===== config.mk =====
export PLATFORM = sky130hd
export DESIGN_NAME = rob_top
export DESIGN_NICKNAME = d
export VERILOG_FILES = /design/src/rtl/cpu_isa_pkg.sv /design/src/rtl/rob_pkg.sv /design/src/rtl/rob_dispatch.sv /design/src/rtl/rob.sv /design/src/rtl/rob_commit.sv /design/src/rtl/rob_top.sv
export SDC_FILE = /design/constraint.sdc
export NUM_CORES = 2
export LEC_CHECK = 0
export BUFFER_PORTS_ARGS = -buffer_cell sky130_fd_sc_hd__buf_2
export CORE_UTILIZATION = 35
export DETAILED_ROUTE_END_ITERATION = 7
export PLACE_DENSITY_LB_ADDON = 0.1
export SETUP_SLACK_MARGIN = 0.15
export SKIP_CTS_REPAIR_TIMING = 1
export SKIP_LAST_GASP = 1
export SYNTH_ARGS = -nofsm -noshare
export SYNTH_HDL_FRONTEND = slang
export SYNTH_SLANG_ARGS = --single-unit

===== constraint.sdc =====
create_clock -name clk -period 7.4 [get_ports clk]
set_input_delay 1.11 -clock clk [delete_from_list [all_inputs] [get_ports clk]]
set_output_delay 1.11 -clock clk [all_outputs]
set_load 0.03 [all_outputs]

===== src/rtl/cpu_isa_pkg.sv =====
package cpu_isa_pkg;

    ////////////////////////////////////////////////////////////
    // datapath widths
    ////////////////////////////////////////////////////////////

    localparam int DATA_W   = 32;
    localparam int AREG_W   = 5;
    localparam int NUM_AREG = 1 << AREG_W;
    localparam int PC_W     = 32;

    // instruction class as seen by retirement
    typedef enum logic [1:0] {
        OP_ALU    = 2'd0,
        OP_LOAD   = 2'd1,
        OP_STORE  = 2'd2,
        OP_BRANCH = 2'd3
    } op_e;

    // only alu and load produce a register result
    function automatic logic op_writes_reg(op_e op);
        return (op == OP_ALU) || (op == OP_LOAD);
    endfunction

endpackage


===== src/rtl/rob_pkg.sv =====
package rob_pkg;

    ////////////////////////////////////////////////////////////
    // reorder buffer sizing
    ////////////////////////////////////////////////////////////

    // entry count, a power of two so the pointers wrap on their own
    localparam int ROB_DEPTH = 16;

    // entry index width
    localparam int ROB_IDX_W = $clog2(ROB_DEPTH);

    // credit counter must reach ROB_DEPTH itself
    localparam int CREDIT_W  = $clog2(ROB_DEPTH + 1);

endpackage


===== src/rtl/rob_dispatch.sv =====
module rob_dispatch import cpu_isa_pkg::*, rob_pkg::*; (
    input  logic                 clk,
    input  logic                 rst_n_i,

    // in-order instruction source
    input  logic                 in_valid_i,
    input  op_e                  in_op_i,
    input  logic [AREG_W-1:0]    in_areg_i,
    input  logic [PC_W-1:0]      in_pc_i,
    output logic                 in_ready_o,
    output logic [ROB_IDX_W-1:0] in_idx_o,

    // from retirement
    input  logic                 retire_i,
    input  logic                 flush_i,

    // entry write into the buffer
    output logic                 alloc_valid_o,
    output logic [ROB_IDX_W-1:0] alloc_idx_o,
    output op_e                  alloc_op_o,
    output logic [AREG_W-1:0]    alloc_areg_o,
    output logic [PC_W-1:0]      alloc_pc_o
);

    logic [ROB_IDX_W-1:0] alloc_ptr_q;
    logic [CREDIT_W-1:0]  credit_q;
    logic                 accept;

    ////////////////////////////////////////////////////////////
    // acceptance
    ////////////////////////////////////////////////////////////

    // a free entry exists and no flush is pending
    assign in_ready_o = (credit_q != '0) && !flush_i;
    assign accept     = in_valid_i && in_ready_o;

    // the index handed out is simply the tail pointer
    assign in_idx_o = alloc_ptr_q;

    assign alloc_valid_o = accept;
    assign alloc_idx_o   = alloc_ptr_q;
    assign alloc_op_o    = in_op_i;
    assign alloc_areg_o  = in_areg_i;
    assign alloc_pc_o    = in_pc_i;

    ////////////////////////////////////////////////////////////
    // tail pointer and free-entry credits
    ////////////////////////////////////////////////////////////

    always_ff @(posedge clk) begin
        if (!rst_n_i) begin
            alloc_ptr_q <= '0;
            credit_q    <= CREDIT_W'(ROB_DEPTH);
        end else if (flush_i) begin
            // buffer is emptied, every entry is free again
            alloc_ptr_q <= '0;
            credit_q    <= CREDIT_W'(ROB_DEPTH);
        end else begin
            if (accept) begin
                alloc_ptr_q <= alloc_ptr_q + ROB_IDX_W'(1);
            end

            // accept and retire together leave the count alone
            if (accept && !retire_i) begin
                credit_q <= credit_q - CREDIT_W'(1);
            end else if (!accept && retire_i) begin
                credit_q <= credit_q + CREDIT_W'(1);
            end
        end
    end

endmodule


===== src/rtl/rob.sv =====
module rob import cpu_isa_pkg::*, rob_pkg::*; (
    input  logic                 clk,
    input  logic                 rst_n_i,

    // allocation from dispatch
    input  logic                 alloc_valid_i,
    input  logic [ROB_IDX_W-1:0] alloc_idx_i,
    input  op_e                  alloc_op_i,
    input  logic [AREG_W-1:0]    alloc_areg_i,
    input  logic [PC_W-1:0]      alloc_pc_i,

    // out-of-order completion
    input  logic                 cpl_valid_i,
    input  logic [ROB_IDX_W-1:0] cpl_idx_i,
    input  logic [DATA_W-1:0]    cpl_data_i,
    input  logic                 cpl_exc_i,

    // from retirement
    input  logic                 retire_i,
    input  logic                 flush_i,

    // oldest entry
    output logic                 head_valid_o,
    output op_e                  head_op_o,
    output logic [AREG_W-1:0]    head_areg_o,
    output logic [DATA_W-1:0]    head_data_o,
    output logic [PC_W-1:0]      head_pc_o,
    output logic                 head_exc_o
);

    ////////////////////////////////////////////////////////////
    // entry tables
    ////////////////////////////////////////////////////////////

    // status bits per entry
    logic [ROB_DEPTH-1:0] valid_q;
    logic [ROB_DEPTH-1:0] cmpl_q;

    // instruction fields, written at allocation
    op_e                  op_q   [ROB_DEPTH];
    logic [AREG_W-1:0]    areg_q [ROB_DEPTH];
    logic [PC_W-1:0]      pc_q   [ROB_DEPTH];

    // result fields, written at completion
    logic [DATA_W-1:0]    data_q [ROB_DEPTH];
    logic                 exc_q  [ROB_DEPTH];

    // oldest entry
    logic [ROB_IDX_W-1:0] head_q;

    logic                 cpl_hit;

    // stale completions (e.g. after a flush) find no valid entry
    assign cpl_hit = cpl_valid_i && valid_q[cpl_idx_i];

    ////////////////////////////////////////////////////////////
    // status bits and head pointer
    ////////////////////////////////////////////////////////////

    always_ff @(posedge clk) begin
        if (!rst_n_i) begin
            valid_q <= '0;
            cmpl_q  <= '0;
            head_q  <= '0;
        end else if (flush_i) begin
            valid_q <= '0;
            cmpl_q  <= '0;
            head_q  <= '0;
        end else begin
            // new entry starts out not yet executed
            if (alloc_valid_i) begin
                valid_q[alloc_idx_i] <= 1'b1;
                cmpl_q[alloc_idx_i]  <= 1'b0;
            end

            if (cpl_hit) begin
                cmpl_q[cpl_idx_i] <= 1'b1;
            end

            // pop the head
            if (retire_i) begin
                valid_q[head_q] <= 1'b0;
                cmpl_q[head_q]  <= 1'b0;
                head_q          <= head_q + ROB_IDX_W'(1);
            end
        end
    end

    ////////////////////////////////////////////////////////////
    // payload
    ////////////////////////////////////////////////////////////

    always_ff @(posedge clk) begin
        if (alloc_valid_i) begin
            op_q[alloc_idx_i]   <= alloc_op_i;
            areg_q[alloc_idx_i] <= alloc_areg_i;
            pc_q[alloc_idx_i]   <= alloc_pc_i;
        end

        if (cpl_hit) begin
            data_q[cpl_idx_i] <= cpl_data_i;
            exc_q[cpl_idx_i]  <= cpl_exc_i;
        end
    end

    // head is ready to retire once it holds a result
    assign head_valid_o = valid_q[head_q] && cmpl_q[head_q];
    assign head_op_o    = op_q[head_q];
    assign head_areg_o  = areg_q[head_q];
    assign head_data_o  = data_q[head_q];
    assign head_pc_o    = pc_q[head_q];
    assign head_exc_o   = exc_q[head_q];

endmodule


===== src/rtl/rob_commit.sv =====
module rob_commit import cpu_isa_pkg::*; (
    input  logic              clk,
    input  logic              rst_n_i,

    // oldest entry from the buffer
    input  logic              head_valid_i,
    input  op_e               head_op_i,
    input  logic [AREG_W-1:0] head_areg_i,
    input  logic [DATA_W-1:0] head_data_i,
    input  logic [PC_W-1:0]   head_pc_i,
    input  logic              head_exc_i,

    // retirement port
    input  logic              commit_ready_i,
    output logic              commit_valid_o,
    output op_e               commit_op_o,
    output logic [AREG_W-1:0] commit_areg_o,
    output logic [DATA_W-1:0] commit_data_o,
    output logic [PC_W-1:0]   commit_pc_o,
    output logic              commit_exc_o,

    // to buffer and dispatch
    output logic              retire_o,
    output logic              flush_o,

    // architectural register read
    input  logic [AREG_W-1:0] arf_raddr_i,
    output logic [DATA_W-1:0] arf_rdata_o
);

    logic [DATA_W-1:0] arf_q [NUM_AREG];
    logic              arf_we;
    logic              flush_q;

    ////////////////////////////////////////////////////////////
    // retirement handshake
    ////////////////////////////////////////////////////////////

    // nothing retires while the flush is being applied
    assign commit_valid_o = head_valid_i && !flush_q;
    assign retire_o       = commit_valid_o && commit_ready_i;

    assign commit_op_o   = head_op_i;
    assign commit_areg_o = head_areg_i;
    assign commit_data_o = head_data_i;
    assign commit_pc_o   = head_pc_i;
    assign commit_exc_o  = head_exc_i;

    ////////////////////////////////////////////////////////////
    // architectural register file
    ////////////////////////////////////////////////////////////

    // faulting instructions and r0 never update state
    assign arf_we = retire_o
                    && op_writes_reg(head_op_i)
                    && (head_areg_i != '0)
                    && !head_exc_i;

    always_ff @(posedge clk) begin
        if (!rst_n_i) begin
            for (int i = 0; i < NUM_AREG; i++) begin
                arf_q[i] <= '0;
            end
        end else if (arf_we) begin
            arf_q[head_areg_i] <= head_data_i;
        end
    end

    // r0 is hardwired
    assign arf_rdata_o = (arf_raddr_i == '0) ? '0 : arf_q[arf_raddr_i];

    ////////////////////////////////////////////////////////////
    // flush
    ////////////////////////////////////////////////////////////

    // one-cycle pulse after an exception retires
    always_ff @(posedge clk) begin
        if (!rst_n_i) begin
            flush_q <= 1'b0;
        end else begin
            flush_q <= retire_o && head_exc_i;
        end
    end

    assign flush_o = flush_q;

endmodule


===== src/rtl/rob_top.sv =====
module rob_top import cpu_isa_pkg::*, rob_pkg::*; (
    input  logic                 clk,
    input  logic                 rst_n_i,

    // dispatch port
    input  logic                 in_valid_i,
    input  op_e                  in_op_i,
    input  logic [AREG_W-1:0]    in_areg_i,
    input  logic [PC_W-1:0]      in_pc_i,
    output logic                 in_ready_o,
    output logic [ROB_IDX_W-1:0] in_idx_o,

    // completion port
    input  logic                 cpl_valid_i,
    input  logic [ROB_IDX_W-1:0] cpl_idx_i,
    input  logic [DATA_W-1:0]    cpl_data_i,
    input  logic                 cpl_exc_i,

    // retirement port
    output logic                 commit_valid_o,
    output op_e                  commit_op_o,
    output logic [AREG_W-1:0]    commit_areg_o,
    output logic [DATA_W-1:0]    commit_data_o,
    output logic [PC_W-1:0]      commit_pc_o,
    output logic                 commit_exc_o,
    input  logic                 commit_ready_i,
    output logic                 flush_o,

    // register file read
    input  logic [AREG_W-1:0]    arf_raddr_i,
    output logic [DATA_W-1:0]    arf_rdata_o
);

    // dispatch to buffer
    logic                 alloc_valid;
    logic [ROB_IDX_W-1:0] alloc_idx;
    op_e                  alloc_op;
    logic [AREG_W-1:0]    alloc_areg;
    logic [PC_W-1:0]      alloc_pc;

    // buffer to retirement
    logic                 head_valid;
    op_e                  head_op;
    logic [AREG_W-1:0]    head_areg;
    logic [DATA_W-1:0]    head_data;
    logic [PC_W-1:0]      head_pc;
    logic                 head_exc;

    // retirement back to both
    logic                 retire;
    logic                 flush;

    assign flush_o = flush;

    rob_dispatch u_dispatch (
        .clk           (clk),
        .rst_n_i       (rst_n_i),
        .in_valid_i    (in_valid_i),
        .in_op_i       (in_op_i),
        .in_areg_i     (in_areg_i),
        .in_pc_i       (in_pc_i),
        .in_ready_o    (in_ready_o),
        .in_idx_o      (in_idx_o),
        .retire_i      (retire),
        .flush_i       (flush),
        .alloc_valid_o (alloc_valid),
        .alloc_idx_o   (alloc_idx),
        .alloc_op_o    (alloc_op),
        .alloc_areg_o  (alloc_areg),
        .alloc_pc_o    (alloc_pc)
    );

    rob u_rob (
        .clk           (clk),
        .rst_n_i       (rst_n_i),
        .alloc_valid_i (alloc_valid),
        .alloc_idx_i   (alloc_idx),
        .alloc_op_i    (alloc_op),
        .alloc_areg_i  (alloc_areg),
        .alloc_pc_i    (alloc_pc),
        .cpl_valid_i   (cpl_valid_i),
        .cpl_idx_i     (cpl_idx_i),
        .cpl_data_i    (cpl_data_i),
        .cpl_exc_i     (cpl_exc_i),
        .retire_i      (retire),
        .flush_i       (flush),
        .head_valid_o  (head_valid),
        .head_op_o     (head_op),
        .head_areg_o   (head_areg),
        .head_data_o   (head_data),
        .head_pc_o     (head_pc),
        .head_exc_o    (head_exc)
    );

    rob_commit u_commit (
        .clk            (clk),
        .rst_n_i        (rst_n_i),
        .head_valid_i   (head_valid),
        .head_op_i      (head_op),
        .head_areg_i    (head_areg),
        .head_data_i    (head_data),
        .head_pc_i      (head_pc),
        .head_exc_i     (head_exc),
        .commit_ready_i (commit_ready_i),
        .commit_valid_o (commit_valid_o),
        .commit_op_o    (commit_op_o),
        .commit_areg_o  (commit_areg_o),
        .commit_data_o  (commit_data_o),
        .commit_pc_o    (commit_pc_o),
        .commit_exc_o   (commit_exc_o),
        .retire_o       (retire),
        .flush_o        (flush),
        .arf_raddr_i    (arf_raddr_i),
        .arf_rdata_o    (arf_rdata_o)
    );

endmodule


==> flow_summary.yaml <==
status:
  status: "complete, no violations"
logic_synthesis:
  synthXorXnorAreaFrac: 0.0007744
  netlist_area_sq_um: 90480
  muxShareOfSynthArea: 0.1725
  synth-adder-area-share: 0.001659
  yosysTopAreaCell: "edfxtp_1"
  ys_warn_count: 0
  synth-async-reset-ratio: 0
  synth_seq_area_share: 0.7332
  synth_compound_area_frac: 0.01037
  synth_top_area_frac: 0.7221
  synth_top_cells_by_count: "2176 x edfxtp_1, 1065 x nor2_1, 674 x mux4_2"
  synthSimpleGateAreaFrac: 0.06438
  postSynthAreaPerCell_sq_um: 18.75
  synthCells: 4827
  yosysMostFrequentCell: "edfxtp_1"
  synth_edf_count: 2176
  yosys-top-cells-area: "edfxtp_1 72%, mux4_2 17%, nor2_1 4.4%, dfxtp_1 1.1%, nand4_1 1.0%"
  synth-main-ff-cell: "edfxtp_1"
  ys_types: 57
  ys_ff_latch: 2226
  synth_top_family_by_area: "multiplexers"
finish:
  area_delta_synth_final_pct: 14.82
  drive_gt1_frac: 0.2706
  utilization: 0.4044
  fillers: 23110
  layoutNonFillerInstCount: 8666
  fin_nets: 5175
sta:
  setup_viol: 0
  period_minus_slack_ns: 5.753
  drv_slew: 0
  tns_ns: 0
  fmax_ghz: 0.1738
  skew_ns: 0.06899
  rsz0062_at_grt: "false"
  relSlewSlack: 0.2529
  hold_viol: 0
  fin_crit_sh: 0.7774
  worst_pin_slew_ns: 1.121
global_routing:
  grt_first_pass_wirelength_um: 391000
  overflow: 0
  grt_use_total: 0.2165
  grt_max_degree: 134
  antenna_found_initial: 35
  grt_pass1_vias: 49690
floorplanning:
  rows: 186
  core_area_sq_um: 256900
  ios: 197
  initial_core_util: 0.3522
  die-area_sq_um: 260600
  die_h_um: 510.5
  die_width_um: 510.5
clock_network:
  clk_latency_ns: 0.91
  cts-htree-levels: 4
  cts_max_path_buffers: 3
  cts_tree: "yes"
  clk_pin_slew_ns: 0.07
  cts_made_buffers: 241
  clkSinkCount: 2226
  cts_root_buffer: "clkbuf_16"
power_and_ir_drop:
  ir_worst_vdd_v: 0.0002284
  p_total_mw: 27.55
  power_density_nw_per_um2: 265.2
  power.static_leakage_nw: 32.23
worst_setup_path:
  slowest_stage: "or4_1"
  critPathKind: "flop to output port"
  worstPathRequired_ns: 6.29
  cp_max_fo: 56
  max_stage_delay_ns: 0.76
  cp-start-kind: "flop"
  worstPathArrival_ns: 4.64
  reg2reg_depth: 8
  path_cells: "inv_1 -> o311ai_1 -> o22ai_1 -> or4_1 -> inv_6 -> buf_4 -> buf_2"
  endpoint_kind: "output port"
placement:
  gp_congestion: 0.7481
  port_buffers: 196
  place_hpwl_um: 147100
  dp_cells: 8218
route:
  route.detailed.drc: 0
  drt-initial-drc-count: 5062
  viasPerCell: 5.516
  detail_route.wl_per_cell_um: 32.50
  routed-via-count: 47800
  drt_pass1_iterations: 6
  antenna_left: 0
  routed_wl_um: 281600
worst_hold_path:
  hold_path_depth: 2
  hp-class: "flop to flop"
flow_run:
  cap_violations: 0
## cells in the final DEF (no fill, tap or decap), types with 17 or more instances in the layout
master and instances:
edfxtp_1 2176, nor2_1 1051, mux4_2 674, clkbuf_16 241, buf_2 189, nand4_1 145
buf_4 117, clkinv_1 69, clkbuf_1 53, dfxtp_1 47, mux2i_1 42, nand2_1 32
a311oi_1 32, conb_1 32, clkinv_2 31, a21oi_1 30, o21ai_4 29, nand4_2 27
nand3_1 23, buf_12 19, inv_2 17, bufinv_16 17
## registers in the layout, summed over array words and instances (netlist names), named ones only
signal,count
u_commit.arf_q,1024
u_commit.flush_o,1
u_dispatch.alloc_idx_o,4
u_dispatch.credit_q,5
u_rob.areg_q,80
u_rob.cmpl_q,16
u_rob.data_q,512
u_rob.exc_q,16
u_rob.head_q,4
u_rob.op_q,32
u_rob.pc_q,512
u_rob.valid_q,16
## layout make-up
| type | count | area, sq um | area share |
|---|---|---|---|
| Tap cell | 3384 | 4234 | 0.04076 |
| Antenna cell | 9 | 22.52 | 0.0002168 |
| Timing Repair Buffer | 329 | 2257 | 0.02173 |
| Sequential cell | 2226 | 66350 | 0.6387 |
| Clock buffer | 294 | 6230 | 0.05996 |
| Inverter | 31 | 126.4 | 0.001216 |
| Multi-Input combinational cell | 2248 | 23210 | 0.2234 |
| Clock inverter | 145 | 1458 | 0.01403 |
## cells by family after synthesis
logic type | Yosys count
compound gates | 136
xor+xnor | 8
fa+ha+maj | 12
buf+inv | 384
flops | 2226
mux | 717
other cells | 1
simple gates | 1343
## worst max-delay path, delay by kind of cell, from the launching register on
family / cells / cell delay, ns
flops: 1 / 0.67
buf+inv: 4 / 1.77
compound gates: 2 / 0.43
simple gates: 1 / 0.76
## metal layers
layer  global-route usage  vias to the layer above  part of all wire
met3              0.04968                      420             0.076
met2               0.3558                     1648              0.49
met4              0.06107                       32             0.027
met5                    0                        -           0.00065
li1                     -                    19840                 -
met1               0.2872                    25870              0.41
## stage by stage
stage | cell area [sq um] | hold WS (ns) | setup WS, ns
floorplan | 90600 | 0.4744 | 1.253
global placement | 96180 | 0.4992 | 1.953
detailed placement | 96180 | 0.4970 | 1.962
CTS | 103900 | 0.4954 | 1.624
global route | 103900 | 0.5305 | 1.437
finish | 103900 | 0.5101 | 1.647
## power breakdown
part	total, mW	internal (mW)	switching (mW)	leakage (nW)
registers	14.2	14.1	0.0843	21.3
clock network	11.7	6.58	5.16	3.68
logic	1.61	0.488	1.12	7.20
total	27.6	21.2	6.37	32.2
## path summary, 6_finish.rpt
| path | start | end | slack (ns) |
|---|---|---|---|
| min reg2reg | u_rob.valid_q[6]$_SDFF_PP0_ | u_rob.valid_q[6]$_SDFF_PP0_ | 0.51 |
| max reg2reg | u_rob.head_q[1]$_SDFFE_PP0N_ | u_commit.arf_q[6][1]$_SDFFCE_PN0P_ | 2.04 |
| max | u_rob.head_q[1]$_SDFFE_PP0N_ | commit_valid_o | 1.65 |
| min | u_rob.valid_q[6]$_SDFF_PP0_ | u_rob.valid_q[6]$_SDFF_PP0_ | 0.51 |
Power figures use the tool's default switching activity.
